## config.mk

```make
export PLATFORM = sky130hd
export DESIGN_NAME = upConverter
export DESIGN_NICKNAME = d
export VERILOG_FILES = /design/src/design/gfPkg.sv /design/src/design/decPkg.sv /design/src/design/upConverter.sv
export SDC_FILE = /design/constraint.sdc
export NUM_CORES = 1
export LEC_CHECK = 0
export CAP_MARGIN = 30
export CORE_AREA = 3 3 77 61
export DETAILED_ROUTE_END_ITERATION = 8
export DIE_AREA = 0 0 80 64
export DONT_BUFFER_PORTS = 1
export PLACE_DENSITY_LB_ADDON = 0.05
export RECOVER_POWER = 25
export SYNTH_ARGS = -nofsm -noshare
export SYNTH_HDL_FRONTEND = slang
export SYNTH_SLANG_ARGS = --single-unit
export TNS_END_PERCENT = 5
```

## constraint.sdc

```tcl
create_clock -name i_clk -period 1.92 [get_ports i_clk]
set_input_delay 0.192 -clock i_clk [delete_from_list [all_inputs] [get_ports i_clk]]
set_output_delay 0.192 -clock i_clk [all_outputs]
set_load 0.03 [all_outputs]
```

## src/design/gfPkg.sv

```systemverilog
package gfPkg;

    localparam int GfDegree = 9;
    localparam int FieldOrder = (1 << GfDegree) - 1;   // nonzero elements, 511.

    // x^9 + x^4 + 1.
    localparam logic [GfDegree:0] PrimPoly = 10'h211;

    typedef logic [GfDegree-1:0] gfElem_t;

    // shift-and-add multiply with reduction on every shift.
    function automatic gfElem_t gfMul(gfElem_t a, gfElem_t b);
        gfElem_t acc;
        gfElem_t sh;
        acc = '0;
        sh  = a;
        for (int i = 0; i < GfDegree; i++) begin
            if (b[i]) begin
                acc = acc ^ sh;
            end
            sh = {sh[GfDegree-2:0], 1'b0} ^ (sh[GfDegree-1] ? PrimPoly[GfDegree-1:0] : '0);
        end
        return acc;
    endfunction

    // square-and-multiply on the reduced exponent.
    function automatic gfElem_t gfAlphaPow(int unsigned e);
        int unsigned r;
        gfElem_t     res;
        gfElem_t     base;
        r    = e % FieldOrder;
        res  = 9'd1;
        base = 9'd2;   // alpha.
        for (int i = 0; i < GfDegree; i++) begin
            if (r[i]) begin
                res = gfMul(res, base);
            end
            base = gfMul(base, base);
        end
        return res;
    endfunction

endpackage

```

## src/design/decPkg.sv

```systemverilog
package decPkg;

    localparam int HalfWidth = 16;
    localparam int WordWidth = 32;

    // BCH correction capability and derived counts.
    localparam int CorrCap      = 4;
    localparam int NumSyndromes = 2 * CorrCap;
    localparam int NumElpCoef   = CorrCap + 1;

    typedef logic [HalfWidth-1:0] half_t;
    typedef logic [WordWidth-1:0] word_t;

    // s1 sits in the top bits.
    typedef struct packed {
        gfPkg::gfElem_t s1;
        gfPkg::gfElem_t s2;
        gfPkg::gfElem_t s3;
        gfPkg::gfElem_t s4;
        gfPkg::gfElem_t s5;
        gfPkg::gfElem_t s6;
        gfPkg::gfElem_t s7;
        gfPkg::gfElem_t s8;
    } syndromes_t;

    // error locator, sigma0 is the constant term.
    typedef struct packed {
        gfPkg::gfElem_t sigma0;
        gfPkg::gfElem_t sigma1;
        gfPkg::gfElem_t sigma2;
        gfPkg::gfElem_t sigma3;
        gfPkg::gfElem_t sigma4;
    } elp_t;

    typedef struct packed {
        half_t data;
        logic  last;
    } halfBeat_t;

endpackage

```

## src/design/upConverter.sv

```systemverilog
`timescale 1ns/10ps

module upConverter (
    input  logic              i_clk,
    input  logic              i_rstN,
    input  logic              i_beatValid,
    input  decPkg::halfBeat_t i_beat,
    output logic              o_beatReady,
    output logic              o_outValid,
    output decPkg::word_t     o_outData,
    output logic              o_outLast,
    input  logic              i_outReady
);
    import decPkg::*;

    half_t lowReg;
    logic  haveLow;
    word_t outData;
    logic  outValid;
    logic  outLast;
    logic  take;

    // a new half is accepted only if the word slot frees up.
    assign o_beatReady = !outValid || i_outReady;
    assign take        = i_beatValid && o_beatReady;

    always_ff @(posedge i_clk) begin
        if (take && !haveLow) begin
            lowReg <= i_beat.data;
        end
        if (take && haveLow) begin
            outData <= {i_beat.data, lowReg};   // first half is the low half.
        end
    end

    always_ff @(posedge i_clk) begin
        if (!i_rstN) begin
            haveLow  <= 1'b0;
            outValid <= 1'b0;
            outLast  <= 1'b0;
        end else begin
            if (take) begin
                haveLow <= !haveLow;
            end
            if (take && haveLow) begin
                outValid <= 1'b1;
                outLast  <= i_beat.last;
            end else if (i_outReady) begin
                outValid <= 1'b0;
                outLast  <= 1'b0;
            end
        end
    end

    assign o_outValid = outValid;
    assign o_outData  = outData;
    assign o_outLast  = outLast;

endmodule

```

==> run metrics <==
status finished, final reports clean; commonest non-fill, non-tap cell in the layout edfxtp_1; nets approximately 110; crit end category register; # IOs 56; Fill cells between 300 and 400; commonest non-fill, non-tap cells in the layout edfxtp_1, dlygate4sd3_1, clkbuf_8; Int Pwr between 1.5 and 2 mW; Sw Pwr approximately 0.44 mW; Setup crit start kind register; Routed WL per cell approximately 16 µm; die width ~80 µm; Multi-input gate area around 93 µm²; Clock Skew between 0.007 and 0.008 ns; CTS tree yes; number of CTS-inserted buffers 5; logic gate share of total power 0.042; synthesized area per cell ~25 µm²; Synthesized Nets between 80 and 90; IR drop worst, VDD just under 0.5 mV; Die ar. just over 0.005 mm²; CTS Root Cell clkbuf_8; initial antenna violation count 0; max_cap viols 0; via/cell ratio 4.38; register area share after synthesis 0.943; register area ~0.0015 mm²; # rows 20; layout cells sized above 1 0.146; worst-path cell chain nand2b_4 > nand2_1 > nor2_2 > buf_4; Vert. Die Dim around 64 µm; number of global-route vias before repair 682; DRC 0; Core Region ~0.004 mm²; total power ~2.0 mW; Hold Path Class in2reg; post-route ant nets 0; Ant. Diodes 0; Synth Warn # 0; Final min period 1.38 ns; Tightest Pin Transition roughly 0.39 ns; Syn-to-layout area delta 21.6%; Worst EP required between 1.5 and 2 ns; GR Overflow Total 0; CP peak stage delay 0.44 ns; clock latency on the worst-skew pair approximately 0.29 ns; Setup violations, final 0; share of the synthesized area in the top cell type 0.906; final setup TNS 0 ns; largest cells by area after synthesis edfxtp_1, dfxtp_1, mux2i_1, nand2b_4, nor2b_4; Slew HR 0.739; Starting Density 0.397; Cells after Synth 63; Synth cell types 11; CP max FO 16; Static Leakage between 0.6 and 0.7 nW; H-Tree Depth 2; PortBufs 0; Clock power frac 0.282; post-CTS resize count 0; largest net degree at the start of global routing 34; via count about 630; Worst path slowest cell dfxtp_1; DPL Wire Length ~1400 µm; clock buffer depth 2; crit share post-route 0.718; Total Routed Length roughly 2300 µm; first-pass GRT wire length approximately 3400 µm; unrepaired setup endpoints after global routing no; Total GRT Usage 0.0929; Pre-Repair DR Iteration Count 2; Clock transition at path regs ~0.08 ns; clk sink count between 50 and 60; pwr dens between 1000 and 1500 mW/mm²; area leader, netlist edfxtp_1; switching share of power 0.217; Final Slew Violations 0; Final Hold Fails 0; final RePlAce weighted congestion 0.601; DRT iter0 DRCs 38; post-synthesis cell area 0.00159 mm²; fmax between 700 and 800 MHz; CP arrival 1.36 ns; #FFs+latches synth between 50 and 60; Seq pwr share 0.677; crit path kind reg2reg
==> layout make-up <==
| type | count | share of cell area |
|---|---|---|
| Sequential cell | 51 | 0.776 |
| Timing Repair Buffer | 18 | 0.0970 |
| Clock inverter | 2 | 0.00646 |
| Tap cell | 55 | 0.0356 |
| Clock buffer | 6 | 0.0375 |
| Multi-Input combinational cell | 12 | 0.0478 |
==> logic make-up (layout without fill, tap and decap cells) <==
logic type	count (synthesis)	after routing	share of synthesized area
buffers and inverters	0	26	0
and+or+nand+nor	9	9	0.0393
AOI/OAI and AO/OA	1	1	0.00472
DFF	51	51	0.943
muxes	2	2	0.0126
==> registers in the layout, indices dropped and copies added (netlist names) <==
register,cells
o_outData,32
lowReg,16
o_outLast,1
o_outValid,1
haveLow,1
==> layer usage <==
layer	vias to the layer above	part of all wire	GRT usage	wire length, µm
met2	35	0.49	0.139	1100
met3	2	0.10	0.0620	231
met1	304	0.41	0.101	917
met4	0	0.0058	0.0443	13
li1	290	-	-	-
met5	-	0	0	0
==> power by group through the flow <==
stage          combinational (mW)  clock, mW  sequential, mW
5_1_grt                    0.0937      0.642            1.37
3_3_place_gp               0.0557          0            1.39
3_5_place_dp               0.0561          0            1.40
6_report                   0.0841      0.569            1.37
2_1_floorplan              0.0343          0            1.39
4_1_cts                    0.0867      0.598            1.37
==> repair_timing <==
action	CTS	global route
endpoints found under the hold margin	32	0
setup buffers	0	0
hold buffers	16	0
==> worst max-delay path: cells and delay by family, from the launching register on <==
family	cells	cell delay, ns
and+or+nand+nor	3	0.39
DFF	1	0.44
buffers and inverters	1	0.25
==> cell usage after synthesis (all sizes together) <==
library cell and instances:
edfxtp 48, nand2 4, dfxtp 3, mux2i 2, nand2b 2, a21boi 1, nand3b 1, nor2 1
nor2b 1
==> stage by stage <==
stage	hold WS, ns	cell area (µm²)	std cells	setup slack [ns]	util
final	0.0496	1940	144	0.541	0.483
after global routing	0.0410	1940	144	0.432	0.483
after CTS	0.0332	1940	144	0.519	0.483
after detailed placement	0.291	1690	120	0.527	0.422
after global placement	0.291	1690	120	0.530	0.422
after floorplan	0.291	1590	63	0.132	-
==> path summary, 6_finish.rpt <==
check / endpoint / startpoint / depth (start not counted) / slack, ns
max: lowReg[4] / o_outValid / 4 / 0.54
min: o_outLast / i_beat[0] / 2 / 0.05
max reg2reg: lowReg[4] / o_outValid / 4 / 0.54
min reg2reg: o_outData[8] / lowReg[8] / 0 / 0.42
(Power assumes the default switching activity.)
