===== config.mk =====
export PLATFORM = sky130hd
export DESIGN_NAME = messageBuffer
export DESIGN_NICKNAME = d
export VERILOG_FILES = /design/src/design/gfPkg.sv /design/src/design/decPkg.sv /design/src/design/messageBuffer.sv
export SDC_FILE = /design/constraint.sdc
export NUM_CORES = 1
export LEC_CHECK = 0
export BUFFER_PORTS_ARGS = -buffer_cell sky130_fd_sc_hd__buf_2
export CAP_MARGIN = 15
export CORE_AREA = 3 3 187 134
export CTS_BUF_LIST = sky130_fd_sc_hd__clkbuf_16
export CTS_CLUSTER_DIAMETER = 60
export DETAILED_ROUTE_END_ITERATION = 6
export DIE_AREA = 0 0 190 137
export PLACE_DENSITY = 0.72
export SYNTH_ARGS = -nofsm -noshare
export SYNTH_HDL_FRONTEND = slang
export SYNTH_SLANG_ARGS = --single-unit

===== constraint.sdc =====
create_clock -name i_clk -period 2.4 [get_ports i_clk]
set_clock_uncertainty 0.1 [all_clocks]
set_input_delay 0.36 -clock i_clk [delete_from_list [all_inputs] [get_ports i_clk]]
set_output_delay 0.36 -clock i_clk [all_outputs]
set_load 0.005 [all_outputs]

===== src/design/gfPkg.sv =====
package gfPkg;

    localparam int GfDegree = 9;
    localparam int FieldOrder = (1 << GfDegree) - 1;   // nonzero elements, 511.

    // x^9 + x^4 + 1.
    localparam logic [GfDegree:0] PrimPoly = 10'h211;

    typedef logic [GfDegree-1:0] gfElem_t;

    // shift-and-add multiply with reduction on every shift.
    function automatic gfElem_t gfMul(gfElem_t a, gfElem_t b);
        gfElem_t acc;
        gfElem_t sh;
        acc = '0;
        sh  = a;
        for (int i = 0; i < GfDegree; i++) begin
            if (b[i]) begin
                acc = acc ^ sh;
            end
            sh = {sh[GfDegree-2:0], 1'b0} ^ (sh[GfDegree-1] ? PrimPoly[GfDegree-1:0] : '0);
        end
        return acc;
    endfunction

    // square-and-multiply on the reduced exponent.
    function automatic gfElem_t gfAlphaPow(int unsigned e);
        int unsigned r;
        gfElem_t     res;
        gfElem_t     base;
        r    = e % FieldOrder;
        res  = 9'd1;
        base = 9'd2;   // alpha.
        for (int i = 0; i < GfDegree; i++) begin
            if (r[i]) begin
                res = gfMul(res, base);
            end
            base = gfMul(base, base);
        end
        return res;
    endfunction

endpackage


===== src/design/decPkg.sv =====
package decPkg;

    localparam int HalfWidth = 16;
    localparam int WordWidth = 32;

    // BCH correction capability and derived counts.
    localparam int CorrCap      = 4;
    localparam int NumSyndromes = 2 * CorrCap;
    localparam int NumElpCoef   = CorrCap + 1;

    typedef logic [HalfWidth-1:0] half_t;
    typedef logic [WordWidth-1:0] word_t;

    // s1 sits in the top bits.
    typedef struct packed {
        gfPkg::gfElem_t s1;
        gfPkg::gfElem_t s2;
        gfPkg::gfElem_t s3;
        gfPkg::gfElem_t s4;
        gfPkg::gfElem_t s5;
        gfPkg::gfElem_t s6;
        gfPkg::gfElem_t s7;
        gfPkg::gfElem_t s8;
    } syndromes_t;

    // error locator, sigma0 is the constant term.
    typedef struct packed {
        gfPkg::gfElem_t sigma0;
        gfPkg::gfElem_t sigma1;
        gfPkg::gfElem_t sigma2;
        gfPkg::gfElem_t sigma3;
        gfPkg::gfElem_t sigma4;
    } elp_t;

    typedef struct packed {
        half_t data;
        logic  last;
    } halfBeat_t;

endpackage


===== src/design/messageBuffer.sv =====
`timescale 1ns/10ps

module messageBuffer #(
    parameter int ChunkBeats = 16
) (
    input  logic                          i_clk,
    input  logic                          i_wrEn,
    input  logic [$clog2(ChunkBeats)-1:0] i_wrAddr,
    input  decPkg::half_t                 i_wrData,
    input  logic                          i_rdEn,
    input  logic [$clog2(ChunkBeats)-1:0] i_rdAddr,
    output decPkg::half_t                 o_rdData
);
    import decPkg::*;

    half_t mem [ChunkBeats];
    half_t rdData;

    always_ff @(posedge i_clk) begin
        if (i_wrEn) begin
            mem[i_wrAddr] <= i_wrData;
        end
    end

    // output holds its value between reads.
    always_ff @(posedge i_clk) begin
        if (i_rdEn) begin
            rdData <= mem[i_rdAddr];
        end
    end

    assign o_rdData = rdData;

endmodule


==> key figures, run 1 <==
Worst setup path
  • Reg2reg path depth: 3
  • Setup crit start: mem[8][14]
  • Critical Path Sink Type: flip-flop
  • Crit-path max FO: 1
  • Type of origin of the critical path: flip-flop
  • CP Data Arrival Time: 1.76 ns
  • CP Class: flip-flop to flip-flop
  • R2R Path End: o_rdData[14]
  • Worst R2R Start: mem[8][14]
  • Worst path required time: 2.56 ns
  • R2r setup slk: 0.80 ns

Finish
  • P&R area growth vs syn: 16.7%
  • Fin area: 11900 um2
  • Final Non-Filler Cells: 847
  • Diodes inserted: 0
  • Fill count: 1826
  • Most common cell after layout, fill and taps aside: edfxtp_1
  • NumNets Final: 540
  • Most frequent cells in the layout: 272 x edfxtp_1, 54 x mux4_2, 41 x buf_2
  • Share of cells above drive strength 1: 34.2%

Drt
  • Vias per inst: 5.68
  • Starting DRT DRC Count: 447
  • Final WL: 21500 um
  • Wire per inst: 25.4 um
  • DRT Pass-1 Iters: 6
  • Vias: 4807
  • DRC viols: 0
  • ANT nets after route: 0

Global route
  • Initial antenna violation count: 0
  • Vias in the first global route: 4984
  • GRT Total Usage: 17.0%
  • Grt ovf: 0
  • First-pass GRT wire length: 32400 um
  • Largest net degree at the start of global routing: 37

Clocking
  • Clock sink count: 272
  • Worst-Skew Late Latency: 0.51 ns
  • Post-CTS Repair Setup Buffers: 0
  • TritonCTS clock tree: done
  • Clock Pin Slew Worst Setup and Hold Paths: 0.07 ns
  • Post_cts resized: 0
  • CTS HTree Levels: 1
  • Hold_buf cts: 0
  • Number of buffers created by CTS: 24
  • Clock root buffer: clkbuf_16
  • Clock Path Buffers: 3

Timing
  • Final Critical Period: 1.60 ns
  • Max_slew headroom: 27.9%
  • Setup violations, final: 0
  • Hold Vio Cnt, Final: 0
  • Hold WS: 0.127 ns
  • Setup TNS: 0 ns
  • Final setup margin: 0.797 ns
  • Slew Viols, Final: 0
  • Worst Tran Pin Value: 1.08 ns
  • RSZ-0062 raised after global routing: no
  • Fin crit share: 66.8%
  • Max frequency: 0.624 GHz

Synth
  • Number of synthesized register bits: 272
  • Synth top area cells: edfxtp_1 80%, mux4_2 12%, mux4_1 2.6%
  • Mean Syn Cell Area: 23.6 um2
  • Netlist area before placement: 10200 um2
  • Synth area leader: edfxtp_1
  • Sequential-to-total area share from yosys stat: 80.0%
  • Yosys cell types: 18
  • Yosys synthesis warning count: 0
  • Syn_nets: 459
  • Top-area cell type share of the netlist area: 80.0%
  • Synth Instances: 432

Run
  • Max_cap viols: 0

Floorplan
  • Die width: 190 um
  • Die Height: 137 um
  • Die ar.: 26000 um2
  • Starting Density: 43.5%
  • Number of top-level pins: 43
  • Core area: 23500 um2
  • Row Count: 47

Min path
  • Hold WC Path Type: primary input to flip-flop
  • Hold EP: mem[10][3]
  • Hold Crit Start: i_wrData[3]
  • Worst hold path depth: 1

Pwr
  • P_leak: 3.89 nW
  • Peak supply drop: 0.568 mV
  • Power Density: 830 nW/um2

Place
  • DP Area: 11100 um2
  • DP Worst Slack: 0.279 ns
  • Port Buffers: 42
  • Placer Congestion: 0.729
  • Placed Instances: 805
  • Hpwl dp: 12800 um

Outcome
  • Status: completed
[cell usage after synthesis, drive strengths merged]
cell and n:
edfxtp 272, mux4 64, a22oi 32, nand2 17, buf 13, nor2 13
clkbuf 8, nor3 4, nand2b 2, nand3b 2, nor2b 2, and2 1
nand3 1, or3b 1
[cell families (layout without fill, tap and decap cells)]
logic type | after synthesis | after routing | synth area share, %
DFF | 272 | 272 | 80.0
and+or+nand+nor | 43 | 43 | 1.89
muxes | 64 | 64 | 14.5
AOI/OAI and AO/OA | 32 | 32 | 2.35
buffers and inverters | 21 | 118 | 1.21
[registers in the layout, summed over array words and instances (netlist names)]
name and cells:
mem 256, o_rdData 16
[how the worst max path moves through the flow]
stage / end / slack (ns) / cells past startpoint
6_report: o_rdData[14] / 0.80 / 3
5_1_grt: o_rdData[14] / 0.71 / 3
4_1_cts: o_rdData[14] / 0.80 / 3
3_5_place_dp: o_rdData[0] / 0.28 / 5
3_3_place_gp: o_rdData[13] / 0.34 / 5
2_1_floorplan: mem[8][0] / 0.19 / 2
[where the power goes]
group | switching (mW) | internal (mW) | total (mW)
combinational | 0.278 | 0.205 | 0.484
sequential | 0.0304 | 5.35 | 5.38
clock | 1.60 | 2.41 | 4.02
total | 1.91 | 7.97 | 9.88
[metal layers]
layer | track usage [%] | wire length (um) | vias up
li1 | - | - | 2012
met2 | 27.4 | 10400 | 203
met5 | 0 | 0 | -
met4 | 3.49 | 325 | 0
met3 | 3.64 | 1650 | 31
met1 | 24.5 | 9110 | 2561
[critical path, stage by stage, from the launching register on]
cell,delay (ns)
edfxtp_1,0.40
mux4_2,0.48
a22oi_1,0.29
nand2_1,0.08
[cell type report]
cell class                      count  area [um2]  share of cell area [%]
Clock buffer                       25         626                    5.25
Clock inverter                     17         200                    1.68
Multi-Input combinational cell    139        1960                    16.5
Sequential cell                   272        8170                    68.6
Tap cell                          318         398                    3.34
Timing Repair Buffer               76         556                    4.66
[per-stage QoR]
step | util (%) | power (mW)
final | 50.8 | 9.88
after global routing | 50.8 | 10.2
after CTS | 50.8 | 9.95
after detailed placement | 47.2 | 5.97
after global placement | 47.2 | 5.95
after floorplan | - | 5.73
No activity file was read; power rests on OpenSTA's default activity.
==> run 2: changes to the inputs <==
- PLACE_DENSITY: 0.72 -> 0.69
- clock period: 2.4 -> 1.6 ns (I/O delays scaled with it)
==> key figures, run 2 (synthesized netlist as in run 1, its figures left out) <==
Outcome
  • Status: completed

Global route
  • Largest net degree at the start of global routing: 26 (-30%)
  • First-pass GRT wire length: 31900 um (-1.5%)
  • Initial antenna violation count: 0 (unchanged)
  • GRT Total Usage: 16.9% (-0.13 points)
  • Grt ovf: 0 (unchanged)
  • Vias in the first global route: 4978 (-0.12%)

Clocking
  • CTS HTree Levels: 1 (unchanged)
  • Number of buffers created by CTS: 25 (+4.2%)
  • Clock Path Buffers: 3 (unchanged)
  • Clock sink count: 272 (unchanged)
  • Worst-Skew Late Latency: 0.52 ns (about the same)
  • TritonCTS clock tree: done
  • Clock Pin Slew Worst Setup and Hold Paths: 0.06 ns (about the same)
  • Clock root buffer: clkbuf_16

Timing
  • Setup violations, final: 0 (unchanged)
  • Final Critical Period: 1.54 ns (-0.0637 ns)
  • Max frequency: 0.649 GHz (+4.1%)
  • Max_slew headroom: 77.7% (+50 points)
  • Fin crit share: 96.2% (+29 points)
  • Worst Tran Pin Value: 0.334 ns (-0.745 ns)
  • Final setup margin: 0.0603 ns (-0.736 ns)
  • Setup TNS: 0 ns (unchanged)
  • RSZ-0062 raised after global routing: no
  • Hold Vio Cnt, Final: 0 (unchanged)
  • Slew Viols, Final: 0 (unchanged)

Finish
  • NumNets Final: 558 (+3.3%)
  • FF/Latch Area: 8170 um2 (unchanged)
  • Diodes inserted: 0 (unchanged)
  • Fill count: 1813 (-0.71%)
  • Share of cells above drive strength 1: 35.0% (+0.77 points)
  • Most common cell after layout, fill and taps aside: edfxtp_1
  • Biggest register: mem
  • P&R area growth vs syn: 20.4%
  • Max reg flops: 256 (unchanged)
  • Multi-input gate area: 1960 um2 (-0.19%)
  • Most frequent cells in the layout: 272 x edfxtp_1, 62 x mux4_2, 41 x buf_2

Drt
  • Final WL: 21200 um (-1.4%)
  • Wire per inst: 24.6 um (-3.3%)
  • Vias per inst: 5.55 (-2.2%)
  • DRT Pass-1 Iters: 4 (-2)
  • DRC viols: 0 (unchanged)
  • Vias: 4796 (-0.23%)
  • ANT nets after route: 0 (unchanged)
  • Starting DRT DRC Count: 377 (-16%)

Pwr
  • Power Density: 1220 nW/um2 (+46%)
  • P_leak: 3.97 nW (+2.1%)
  • Peak supply drop: 0.966 mV (+70%)

Worst setup path
  • Type of origin of the critical path: flip-flop
  • Crit-path max FO: 1 (unchanged)
  • Critical Path Sink Type: flip-flop
  • CP Class: flip-flop to flip-flop
  • Worst path required time: 1.76 ns (-0.80 ns)
  • CP Data Arrival Time: 1.70 ns (-0.06 ns)

Floorplan
  • Core area: 23500 um2 (unchanged)
  • Die width: 190 um (unchanged)
  • Row Count: 47 (unchanged)
  • Die ar.: 26000 um2 (unchanged)
  • Number of top-level pins: 43 (unchanged)
  • Die Height: 137 um (unchanged)
  • Starting Density: 43.5% (unchanged)

Place
  • Hpwl dp: 11900 um (-6.5%)
  • DP Worst Slack: -0.267 ns (-0.546 ns)
  • Placer Congestion: 0.741 (+1.7%)
  • Port Buffers: 42 (unchanged)

Min path
  • Hold WC Path Type: primary input to flip-flop

Run
  • Max_cap viols: 0 (unchanged)
-- run 2: cell count changes in the layout (fill, tap and decap cells not counted), moves of 2 or more --
cell           previous run  this run
mux4_2                   54        62
nor3_2                    4         1
nor3_4                    0         3
mux4_1                   10         2
clkinv_2                  4         2
clkinv_1                  3         7
buf_4                    28        13
buf_12                    7        24
inv_1                     5         2
dlygate4sd3_1             0        15
-- run 2: per-layer routing --
metal | track usage [%] | vias to the layer above | share of wire, %
li1 | - | 2044 | -
met1 | 25.0 | 2513 | 43
met2 | 26.2 | 204 | 47
met3 | 3.17 | 35 | 8.8
met4 | 4.39 | 0 | 1.9
met5 | 0 | - | 0
-- run 2: metrics by stage --
| stage | utilization, % | total power, mW | hold WS (ns) | std cells | area [um2] |
|---|---|---|---|---|---|
| floorplan | - | 8.63 | 0.239 | 432 | 10300 |
| global placement | 48.2 | 8.97 | 0.496 | 807 | 11300 |
| detailed placement | 48.2 | 9.00 | 0.524 | 807 | 11300 |
| CTS | 52.3 | 15.1 | 0.00869 | 864 | 12300 |
| global route | 52.4 | 15.4 | 0.0167 | 864 | 12300 |
| finish | 52.4 | 14.9 | 0.0138 | 864 | 12300 |
-- run 2: where the power goes --
part	internal [mW]	switching, mW	total (mW)
Combinational	0.374	0.424	0.798
Sequential	8.02	0.0440	8.07
Clock	3.62	2.44	6.06
-- run 2: cell type report --
cell class                      instances  area share, %
Clock buffer                           25           5.09
Multi-Input combinational cell        139           15.9
Clock inverter                         17           1.64
Timing Repair Buffer                   93           7.60
Tap cell                              318           3.24
Sequential cell                       272           66.5
-- run 2: final timing paths --
path | depth (start not counted) | slack (ns) | to | start
setup / recovery | 3 | 0.06 | o_rdData[8] | mem[3][8]
hold / removal | 1 | 0.01 | mem[6][7] | i_wrData[7]
setup reg to reg | 3 | 0.06 | o_rdData[8] | mem[3][8]
hold reg to reg | 3 | 0.65 | o_rdData[11] | mem[15][11]
-- run 2: repair_timing --
item                                   in CTS  in global routing
gates resized for setup                     0                  1
setup buffers                               0                  0
endpoints found under the hold margin     240                  0
hold buffers                               15                  0
setup endpoints to repair                   0                  1
-- run 2: worst max-delay path: stages, from the launching register on --
cell	delay, ns
edfxtp_1	0.36
mux4_2	0.49
a22oi_1	0.25
nand2_1	0.10
