**src/design/gfPkg.sv**
```systemverilog
package gfPkg;

    localparam int GfDegree = 9;
    localparam int FieldOrder = (1 << GfDegree) - 1;   // nonzero elements, 511.

    // x^9 + x^4 + 1.
    localparam logic [GfDegree:0] PrimPoly = 10'h211;

    typedef logic [GfDegree-1:0] gfElem_t;

    // shift-and-add multiply with reduction on every shift.
    function automatic gfElem_t gfMul(gfElem_t a, gfElem_t b);
        gfElem_t acc;
        gfElem_t sh;
        acc = '0;
        sh  = a;
        for (int i = 0; i < GfDegree; i++) begin
            if (b[i]) begin
                acc = acc ^ sh;
            end
            sh = {sh[GfDegree-2:0], 1'b0} ^ (sh[GfDegree-1] ? PrimPoly[GfDegree-1:0] : '0);
        end
        return acc;
    endfunction

    // square-and-multiply on the reduced exponent.
    function automatic gfElem_t gfAlphaPow(int unsigned e);
        int unsigned r;
        gfElem_t     res;
        gfElem_t     base;
        r    = e % FieldOrder;
        res  = 9'd1;
        base = 9'd2;   // alpha.
        for (int i = 0; i < GfDegree; i++) begin
            if (r[i]) begin
                res = gfMul(res, base);
            end
            base = gfMul(base, base);
        end
        return res;
    endfunction

endpackage

```
**src/design/decPkg.sv**
```systemverilog
package decPkg;

    localparam int HalfWidth = 16;
    localparam int WordWidth = 32;

    // BCH correction capability and derived counts.
    localparam int CorrCap      = 4;
    localparam int NumSyndromes = 2 * CorrCap;
    localparam int NumElpCoef   = CorrCap + 1;

    typedef logic [HalfWidth-1:0] half_t;
    typedef logic [WordWidth-1:0] word_t;

    // s1 sits in the top bits.
    typedef struct packed {
        gfPkg::gfElem_t s1;
        gfPkg::gfElem_t s2;
        gfPkg::gfElem_t s3;
        gfPkg::gfElem_t s4;
        gfPkg::gfElem_t s5;
        gfPkg::gfElem_t s6;
        gfPkg::gfElem_t s7;
        gfPkg::gfElem_t s8;
    } syndromes_t;

    // error locator, sigma0 is the constant term.
    typedef struct packed {
        gfPkg::gfElem_t sigma0;
        gfPkg::gfElem_t sigma1;
        gfPkg::gfElem_t sigma2;
        gfPkg::gfElem_t sigma3;
        gfPkg::gfElem_t sigma4;
    } elp_t;

    typedef struct packed {
        half_t data;
        logic  last;
    } halfBeat_t;

endpackage

```
**src/design/downConverter.sv**
```systemverilog
`timescale 1ns/10ps

module downConverter (
    input  logic          i_clk,
    input  logic          i_rstN,
    input  logic          i_srcValid,
    input  decPkg::word_t i_srcData,
    output logic          o_srcReady,
    output logic          o_beatValid,
    output decPkg::half_t o_beat,
    input  logic          i_beatReady
);
    import decPkg::*;

    word_t wordReg;
    logic  full;
    logic  hiSel;
    logic  srcReady;
    logic  srcTake;

    assign srcTake     = i_srcValid && srcReady;
    assign o_srcReady  = srcReady;
    assign o_beatValid = full;
    assign o_beat      = hiSel ? wordReg[WordWidth-1:HalfWidth] : wordReg[HalfWidth-1:0];

    always_ff @(posedge i_clk) begin
        if (!i_rstN) begin
            full     <= 1'b0;
            hiSel    <= 1'b0;
            srcReady <= 1'b0;
        end else if (srcTake) begin
            full     <= 1'b1;
            hiSel    <= 1'b0;   // low half goes first.
            srcReady <= 1'b0;
        end else if (full && i_beatReady) begin
            hiSel <= ~hiSel;
            if (hiSel) begin
                full     <= 1'b0;
                srcReady <= 1'b1;
            end
        end else if (!full) begin
            srcReady <= 1'b1;
        end
    end

    always_ff @(posedge i_clk) begin
        if (srcTake) begin
            wordReg <= i_srcData;
        end
    end

    // a stalled half must not move.
    assert property (@(posedge i_clk) disable iff (!i_rstN)
        o_beatValid && !i_beatReady |=> o_beatValid && $stable(o_beat))
        else $error("downConverter beat changed while stalled");

endmodule

```
**config.mk**
```make
export PLATFORM = sky130hd
export DESIGN_NAME = downConverter
export DESIGN_NICKNAME = d
export VERILOG_FILES = /design/src/design/gfPkg.sv /design/src/design/decPkg.sv /design/src/design/downConverter.sv
export SDC_FILE = /design/constraint.sdc
export NUM_CORES = 1
export LEC_CHECK = 0
export ABC_AREA = 1
export BUFFER_PORTS_ARGS = -buffer_cell sky130_fd_sc_hd__buf_2
export CORE_UTILIZATION = 50
export DETAILED_ROUTE_END_ITERATION = 7
export HOLD_SLACK_MARGIN = 0.06
export PLACE_DENSITY = 0.9
export SETUP_SLACK_MARGIN = 0.02
export SKIP_LAST_GASP = 1
export SLEW_MARGIN = 20
export SYNTH_ARGS = -nofsm -noshare
export SYNTH_HDL_FRONTEND = slang
export SYNTH_SLANG_ARGS = --single-unit
export TNS_END_PERCENT = 100
```
**constraint.sdc**
```tcl
create_clock -name i_clk -period 3.63 [get_ports i_clk]
set_clock_uncertainty 0.15 [all_clocks]
set_input_delay 0.5445 -clock i_clk [delete_from_list [all_inputs] [get_ports i_clk]]
set_output_delay 0.5445 -clock i_clk [all_outputs]
set_load 0.1 [all_outputs]
```
==> summary.md, run 1 <==
| Metric | Value |
|---|---|
| Status | finished, final reports clean |
| Overall routing resource usage | 17.0% |
| Clk sinks | 35 |
| Vias per inst | 4.62 |
| Leakage | 0.753 nW |
| CTS clk-pin slew, worst paths | 100 ps |
| Die ar. | 2880 µm² |
| Via count | 887 |
| GRT busiest layer | met2 |
| Period minus WS final | 2520 ps |
| Post-route cell area | 1650 µm² |
| Seq cells post-synth | 35 |
| Vias in the first global route | 789 |
| Syn_nets | 140 |
| CP max FO | 19 |
| Yosys cell types | 12 |
| Final setup viols | 0 |
| Post-CTS Setup Bufs | 0 |
| Required @ worst endpoint | 2940 ps |
| Relative slew slack | 46.6% |
| Pins Over Slew Limit | 0 |
| Global route overflow | 0 |
| Maximum vdd ir drop | 0.361 mV |
| # IOs | 54 |
| Root Buffer | clkbuf_4 |
| M1 GR Usage | 15.1% |
| Clk Latency, worst-skew pair | 330 ps |
| Global-route wire length before repair | 3140 µm |
| H-tree depth reported by CTS | 2 |
| Antenna Cells | 0 |
| Number of buffers on the longest clock path | 2 |
| Post-synthesis instance total | 104 |
| Register area share after synthesis | 76.6% |
| Worst setup path end | o_beat[2] |
| Starting density of the core | 53.3% |
| R2r worst-path depth | 2 |
| Final hold vios | 0 |
| Startpoint types | register |
| Largest net degree at the start of global routing | 33 |
| RSZ-0062 raised after global routing | false |
| Worst EP arrival | 1830 ps |
| Die Span X | 53.6 µm |
| Netlist Area Pre-Place | 1330 µm² |
| Util after Layout | 65.8% |
| Global placement routability congestion | 0.659 |
| Max Clk Rate | 397 MHz |
| Detailed Route Iter0 Violations | 5 |
| # hold bufs at CTS | 0 |
| Share of layout cells above drive strength 1 | 40.7% |
| Dpl hpwl | 1600 µm |
| Wirelength per Cell | 11.8 µm |
| Most common cell after layout, fill and taps aside | buf_2 |
| Antenna viol nets, final | 0 |
| Period utilization | 69.4% |
| Die H | 53.6 µm |
| Max-cap viol count | 0 |
| Std-Cell Rows | 18 |
| Total negative slack | 0 ps |
| Placed Area | 1600 µm² |
| Area of the core | 2500 µm² |
| Total CTS buffers | 5 |
| FF-to-FF Start | o_srcReady$_SDFFE_PP0P_ |
| Met2 GRT Util | 30.0% |
| CP Capture Type | primary output |
| Yosys warnings | 0 |
| Met3 usage | 11.3% |
| Drt drc | 0 |
| Routed WL | 2270 µm |
| Final worst slack | 1110 ps |
| Min-delay worst type | in -> reg |
| Most frequent cells in the layout | buf_2, nand2_1, edfxtp_1 |
| Drt pass-1 iters | 4 |
| Count of input and output buffers | 53 |
| Worst Tran Pin Value | 800 ps |
| Area Overhead vs Synth | 23.5% |
| Reg-to-reg setup timing slack | 2150 ps |
| Cell Pwr Density | 504 nW/µm² |
| Layout Nets | 197 |
| FF-to-FF End | wordReg[2]$_DFFE_PP_ |
| Critical path origin | hiSel$_SDFFE_PP0P_ |
| CP Class | reg -> out |
| Initial antenna violation count | 0 |
| WHS | 235 ps |
| Synthesized area per cell | 12.8 µm² |
| Post-CTS sizing | 0 |
| TritonCTS clock tree | built |
| Worst slack, placed | 1460 ps |
## how the worst min path moves through the flow
| stage | start | end | slack (ps) | depth (start not counted) |
|---|---|---|---|---|
| 2_1_floorplan | hiSel$_SDFFE_PP0P_ | hiSel$_SDFFE_PP0P_ | 470 | 4 |
| 4_1_cts | i_srcData[10] | wordReg[10]$_DFFE_PP_ | 220 | 1 |
| 6_report | i_srcData[10] | wordReg[10]$_DFFE_PP_ | 230 | 1 |
| 3_3_place_gp | o_beatValid$_SDFFE_PN0P_ | o_beatValid$_SDFFE_PN0P_ | 340 | 2 |
| 3_5_place_dp | o_beatValid$_SDFFE_PN0P_ | o_beatValid$_SDFFE_PN0P_ | 350 | 2 |
| 5_1_grt | i_srcData[15] | wordReg[15]$_DFFE_PP_ | 220 | 1 |
## power breakdown
part           total [W]  internal (W)  leakage, nW  switching (W)
Clock           0.000190     0.0000754       0.0293       0.000115
Sequential      0.000471      0.000462        0.322     0.00000911
Combinational   0.000169     0.0000307        0.402       0.000138
## layout make-up
class / count / area (µm²)
clock buffer: 7 / 45.0
sequential: 35 / 1020
fill: 194 / 855
inverter: 6 / 30.0
clock inverter: 1 / 5.00
tap: 30 / 37.5
multi-input combinational: 60 / 241
timing repair buffer: 53 / 265
## logic make-up after synthesis
logic type / synth area share [%]
compound gates: 0.375
flops: 76.6
simple gates: 17.7
buf+inv: 5.26
## cell usage after synthesis
library cell  instances  area share, %
buf_6                 1           0.85
edfxtp_1             32             72
nor2_1                1           0.28
nand2_2               5            2.3
inv_8                 1           0.85
nand2_1              51             14
clkbuf_8              1            1.0
a21oi_1               1           0.38
nand3_1               2           0.75
buf_8                 1            1.1
inv_1                 5            1.4
dfxtp_1               3            4.5
## routing by layer
metal	wire length, µm	share of wire [%]	up-vias
li1	-	-	458
met1	845	37	381
met2	1140	50	46
met3	271	12	2
met4	16	0.71	0
met5	0	0	-
## registers in the layout (all words and copies together) (netlist names)
register	cells
hiSel	1
o_srcReady	1
o_beatValid	1
wordReg	32
## worst max-delay path, cell delays in order, from the launching register on
cell     delay, ps
dfxtp_1        850
nand2_1        130
nand2_1        100
buf_2          420
## stage by stage
stage,cells,total power [W]
floorplan,104,0.000614
global placement,184,0.000646
detailed placement,184,0.000651
CTS,192,0.000840
global route,192,0.000860
finish,192,0.000830
Note: power is estimated with default switching activity, not from simulation.
==> inputs of run 2 (changes only) <==
- ABC_AREA: 1 -> 0
- CORE_UTILIZATION: 50 -> 42
- PLACE_DENSITY: 0.9 -> 0.82
- clock period: 3.63 -> 2.1 ns (I/O delays scaled with it)
==> summary.md, run 2 <==
| Metric | Value |
|---|---|
| Status | finished, final reports clean |
| Synth area leader | edfxtp_1 |
| Dpl hpwl | 1500 µm (-6.0%) |
| Required @ worst endpoint | 1630 ps (-1310 ps) |
| TritonCTS clock tree | built |
| Seq cells post-synth | 35 (unchanged) |
| DRT met1 WL | 1030 µm (+22%) |
| Most common cell after layout, fill and taps aside | buf_2 |
| Most used DFF post-synth | edfxtp_1 |
| Syn_nets | 98 (-30%) |
| Util after Layout | 74.7% (+8.9 points) |
| Relative slew slack | 47.1% (+0.45 points) |
| Wirelength per Cell | 13.2 µm (+12%) |
| Root Buffer | clkbuf_4 |
| Detailed Route Iter0 Violations | 15 (+10) |
| Final setup viols | 0 (unchanged) |
| Global-route wire length before repair | 3900 µm (+24%) |
| Period utilization | 88.7% |
| Synthesized area per cell | 21.6 µm² (+68%) |
| Startpoint types | register |
| Commonest cells post-synth | edfxtp_1, mux2_4, mux2_2 |
| Drt pass-1 iters | 3 (-1) |
| Post-CTS Setup Bufs | 0 (unchanged) |
| Worst EP arrival | 1400 ps (-430 ps) |
| Max reg flops | 32 (unchanged) |
| # IOs | 54 (unchanged) |
| Antenna Cells | 0 (unchanged) |
| Yosys cell types | 14 (+2) |
| Min-delay worst type | in -> reg |
| Clk Latency, worst-skew pair | 330 ps (about the same) |
| Max Clk Rate | 537 MHz |
| Synth top area share | 71.9% (-0.20 points) |
| Period minus WS final | 1860 ps |
| Worst Tran Pin Value | 794 ps (-5.66 ps) |
| Global route overflow | 0 (unchanged) |
| Number of buffers on the longest clock path | 2 (unchanged) |
| Top-count cell post-synth | edfxtp_1 |
| R2r worst-path depth | 1 (-1) |
| CP max FO | 10 (-9) |
| Vias in the first global route | 918 (+16%) |
| Via count | 874 (-1.5%) |
| Yosys warnings | 0 (unchanged) |
| Cells on Worst Hold Path | 3 (+2) |
| Die H | 58.4 µm (+8.9%) |
| Maximum vdd ir drop | 0.427 mV (+18%) |
| Largest register by flop count | wordReg |
| CP Capture Type | primary output |
| Leakage | 0.911 nW (+21%) |
| Die ar. | 3410 µm² (+19%) |
| Starting density of the core | 44.1% (-9.2 points) |
| Max-cap viol count | 0 (unchanged) |
| Pins Over Slew Limit | 0 (unchanged) |
| Drt drc | 0 (unchanged) |
| Post-synthesis instance total | 62 (-40%) |
| Antenna viol nets, final | 0 (unchanged) |
| Met3 wire len | 220 µm (-19%) |
| H-tree depth reported by CTS | 2 (unchanged) |
| Overall routing resource usage | 16.4% (-0.60 points) |
| RSZ-0062 raised after global routing | false |
| Top post-synthesis cells by area | edfxtp_1, mux2_4, mux2_2, dfxtp_1, buf_12 |
| Vias per inst | 4.37 (-5.4%) |
| Final hold vios | 0 (unchanged) |
| Async SR Flop Fraction | 0% (unchanged) |
| Std-Cell Rows | 20 (+2) |
| Filler cells | 198 (+2.1%) |
| Routed wl met2 | 1350 µm (+19%) |
| Clk sinks | 35 (unchanged) |
| Cell Pwr Density | 684 nW/µm² (+36%) |
| Most frequent cells in the layout | buf_2, dlygate4sd3_1, edfxtp_1 |
| Layout Nets | 191 (-3.0%) |
| Uppermost routed layer | met4 |
| Initial antenna violation count | 0 (unchanged) |
| Netlist Area Pre-Place | 1340 µm² (+0.28%) |
| Count of input and output buffers | 53 (unchanged) |
| Register area share after synthesis | 76.4% (-0.22 points) |
| Area Overhead vs Synth | 69.3% |
| Die Span X | 58.4 µm (+8.9%) |
| Global placement routability congestion | 0.629 (-4.6%) |
| Largest net degree at the start of global routing | 36 (+9.1%) |
| CTS clk-pin slew, worst paths | 90 ps (about the same) |
| Routed WL | 2640 µm (+17%) |
| CP Class | reg -> out |
| Share of layout cells above drive strength 1 | 50.6% (+9.9 points) |
| Total negative slack | 0 ps (unchanged) |
| Area of the core | 3030 µm² (+21%) |
| EDFF count, synth | 32 (unchanged) |
| Total CTS buffers | 5 (unchanged) |
[run 2: layout make-up]
cell class	count	area (µm²)	share of cell area [%]
well taps	44	55.1	2.43
repair buffers	88	851	37.6
clock buffers	8	48.8	2.16
inverters	2	7.51	0.332
flip-flops and latches	35	1020	45.2
multi-input cells	23	278	12.3
[run 2: where the power goes]
group | total, W | internal (W) | switching, W
clock | 0.000336 | 0.000133 | 0.000203
combinational | 0.000403 | 0.000169 | 0.000234
sequential | 0.000809 | 0.000800 | 0.00000959
[run 2: what timing repair did]
action / CTS / global route
endpoints found under the hold margin: 33 / 0
resized for setup: 0 / 0
hold buffers: 33 / 0
setup endpoints to repair: 0 / 0
[run 2: per-layer routing]
metal | vias up | GRT usage, %
met5 | - | 0
met4 | 0 | 7.14
met3 | 4 | 7.47
met2 | 43 | 28.7
met1 | 402 | 16.9
li1 | 425 | -
[run 2: logic make-up after synthesis]
family | after synthesis | synth area share [%]
compound gates | 5 | 3.37
buf+inv | 4 | 2.90
flops | 35 | 76.4
mux | 16 | 16.3
simple gates | 2 | 1.03
[run 2: worst max-delay path: stages, from the launching register on]
cell and delay, ps:
dfxtp_1 340, buf_4 180, mux2_2 380, buf_12 170
[run 2: worst paths after layout]
| check | from | end | slack [ps] |
|---|---|---|---|
| worst min-delay path | i_beatReady | hiSel$_SDFFE_PP0P_ | 140 |
| worst max register to register | o_srcReady$_SDFFE_PP0P_ | wordReg[18]$_DFFE_PP_ | 580 |
| worst min register to register | o_srcReady$_SDFFE_PP0P_ | o_srcReady$_SDFFE_PP0P_ | 320 |
| worst max-delay path | hiSel$_SDFFE_PP0P_ | o_beat[15] | 240 |
[run 2: stage by stage]
stage	power (W)	hold slack (ps)	area [µm²]	instances	worst slack, ps
final	0.00155	141	2260	200	237
after global routing	0.00161	134	2260	200	166
after CTS	0.00156	123	2260	200	206
after detailed placement	0.00118	312	1880	159	513
after global placement	0.00117	294	1880	159	577
after floorplan	0.00105	264	1340	62	286
==> inputs of run 3 (changes only) <==
- ABC_AREA: 0 -> 1
==> summary.md, run 3 (synthesis gave the netlist of run 1 again) <==
| Metric | Value |
|---|---|
| Global-route wire length before repair | 4640 µm (+19%) |
| Period minus WS final | 1860 ps (+0.752 ps) |
| Antenna viol nets, final | 0 (unchanged) |
| Wirelength per Cell | 12.3 µm (-6.7%) |
| Drt drc | 0 (unchanged) |
| Most frequent cells in the layout | nand2_1, buf_2, dlygate4sd3_1 |
| Area of the core | 3030 µm² (unchanged) |
| Leakage | 1.00 nW (+9.9%) |
| Max-cap viol count | 0 (unchanged) |
| Critical path origin | hiSel$_SDFFE_PP0P_ |
| Drt pass-1 iters | 5 (+2) |
| WHS | 125 ps (-16.3 ps) |
| Final setup viols | 0 (unchanged) |
| Worst Tran Pin Value | 485 ps (-309 ps) |
| Period utilization | 88.8% (about the same) |
| Detailed Route Iter0 Violations | 30 (+15) |
| Maximum vdd ir drop | 0.601 mV (+41%) |
| Die Span X | 58.3 µm (-0.14%) |
| Largest net degree at the start of global routing | 21 (-42%) |
| Cell Pwr Density | 750 nW/µm² (+9.5%) |
| Max Clk Rate | 537 MHz (about the same) |
| Via count | 1,071 (+23%) |
| FF-to-FF Start | o_srcReady$_SDFFE_PP0P_ |
| Std-Cell Rows | 20 (unchanged) |
| CP Capture Type | primary output |
| Util after Layout | 75.9% (+1.2 points) |
| CP max FO | 19 (+9) |
| Pins Over Slew Limit | 0 (unchanged) |
| Final Non-Filler Cells | 241 (+21%) |
| Share of layout cells above drive strength 1 | 36.0% (-15 points) |
| CP Class | reg -> out |
| Die H | 58.3 µm (-0.14%) |
| Placed insts | 200 (+26%) |
| TritonCTS clock tree | built |
| Post-CTS sizing | 0 (unchanged) |
| Total CTS buffers | 5 (unchanged) |
| Min-delay worst type | in -> reg |
| CTS clk-pin slew, worst paths | 110 ps (+20 ps) |
| Dpl hpwl | 1870 µm (+25%) |
| Number of buffers on the longest clock path | 2 (unchanged) |
| Global route overflow | 0 (unchanged) |
| Hold Path Origin | i_beatReady |
| Total negative slack | 0 ps (unchanged) |
| Die ar. | 3400 µm² (-0.27%) |
| Area Overhead vs Synth | 72.4% |
| Layout Nets | 232 (+21%) |
| Largest register by flop count | wordReg |
| Worst EP arrival | 1400 ps (about the same) |
| Vias per inst | 4.44 (+1.7%) |
| Starting density of the core | 44.0% (-0.12 points) |
| Clk sinks | 35 (unchanged) |
| RSZ-0062 raised after global routing | false |
| Overall routing resource usage | 19.8% (+3.4 points) |
| Vias in the first global route | 1,066 (+16%) |
| Status | finished, final reports clean |
| Required @ worst endpoint | 1630 ps (about the same) |
| Max reg flops | 32 (unchanged) |
| Final hold vios | 0 (unchanged) |
| Initial antenna violation count | 0 (unchanged) |
| Final worst slack | 236 ps (-0.752 ps) |
| R2r worst-path depth | 3 (+2) |
| Antenna Cells | 0 (unchanged) |
| H-tree depth reported by CTS | 2 (unchanged) |
| Most common cell after layout, fill and taps aside | nand2_1 |
| Root Buffer | clkbuf_4 |
| Cells on Worst Hold Path | 4 (+1) |
| Worst slack, placed | 594 ps (+80.3 ps) |
| Relative slew slack | 67.9% (+21 points) |
| Startpoint types | register |
| Routed WL | 2970 µm (+12%) |
| Count of input and output buffers | 53 (unchanged) |
| Global placement routability congestion | 0.701 (+12%) |
| Clk Latency, worst-skew pair | 340 ps (about the same) |
| # IOs | 54 (unchanged) |
-- run 3: changes by cell type in the layout (fill, tap and decap cells not counted), moves of 2 or more --
cell      before  now
inv_1          2    4
nand2_2        0    5
mux2_2         6    0
clkbuf_1       3    0
mux2_4        10    0
nand3_1        0    2
nand2_1        0   51
-- run 3: where the power goes --
| group | total (W) | switching [W] | internal, W |
|---|---|---|---|
| clock network | 0.000474 | 0.000224 | 0.000250 |
| logic | 0.000438 | 0.000271 | 0.000167 |
| registers | 0.000810 | 0.0000110 | 0.000799 |
-- run 3: path summary, 6_finish.rpt --
check / to / slack [ps]
setup / recovery: o_beat[6] / 240
hold / removal: hiSel$_SDFFE_PP0P_ / 120
setup reg to reg: wordReg[14]$_DFFE_PP_ / 650
hold reg to reg: o_beatValid$_SDFFE_PN0P_ / 390
-- run 3: per-stage QoR --
step / instance area, µm² / power [W]
final: 2300 / 0.00172
after global routing: 2300 / 0.00178
after CTS: 2300 / 0.00173
after detailed placement: 1890 / 0.00122
after global placement: 1890 / 0.00121
after floorplan: 1340 / 0.00106
-- run 3: layer usage --
| layer | wire, µm | global-route usage (%) |
|---|---|---|
| met5 | 0 | 0 |
| met4 | 93 | 11.9 |
| met3 | 151 | 5.49 |
| met2 | 1690 | 36.5 |
| met1 | 1040 | 19.7 |
-- run 3: worst max-delay path: stages, from the launching register on --
cell and delay [ps]:
dfxtp_1 310, buf_4 200, inv_8 140, nand2_1 70, nand2_1 130, buf_12 190
-- run 3: final cells by class --
class,instances,area (µm²)
clock buffers,5,37.5
inverters,6,33.8
fillers,191,731
flip-flops and latches,35,1020
repair buffers,88,863
well taps,44,55.1
clock inverters,3,43.8
multi-input cells,60,241
-- run 3: timing repair --
item,4_1_cts,5_1_grt
endpoints found under the hold margin,33,0
setup buffers,0,0
hold buffers,33,0
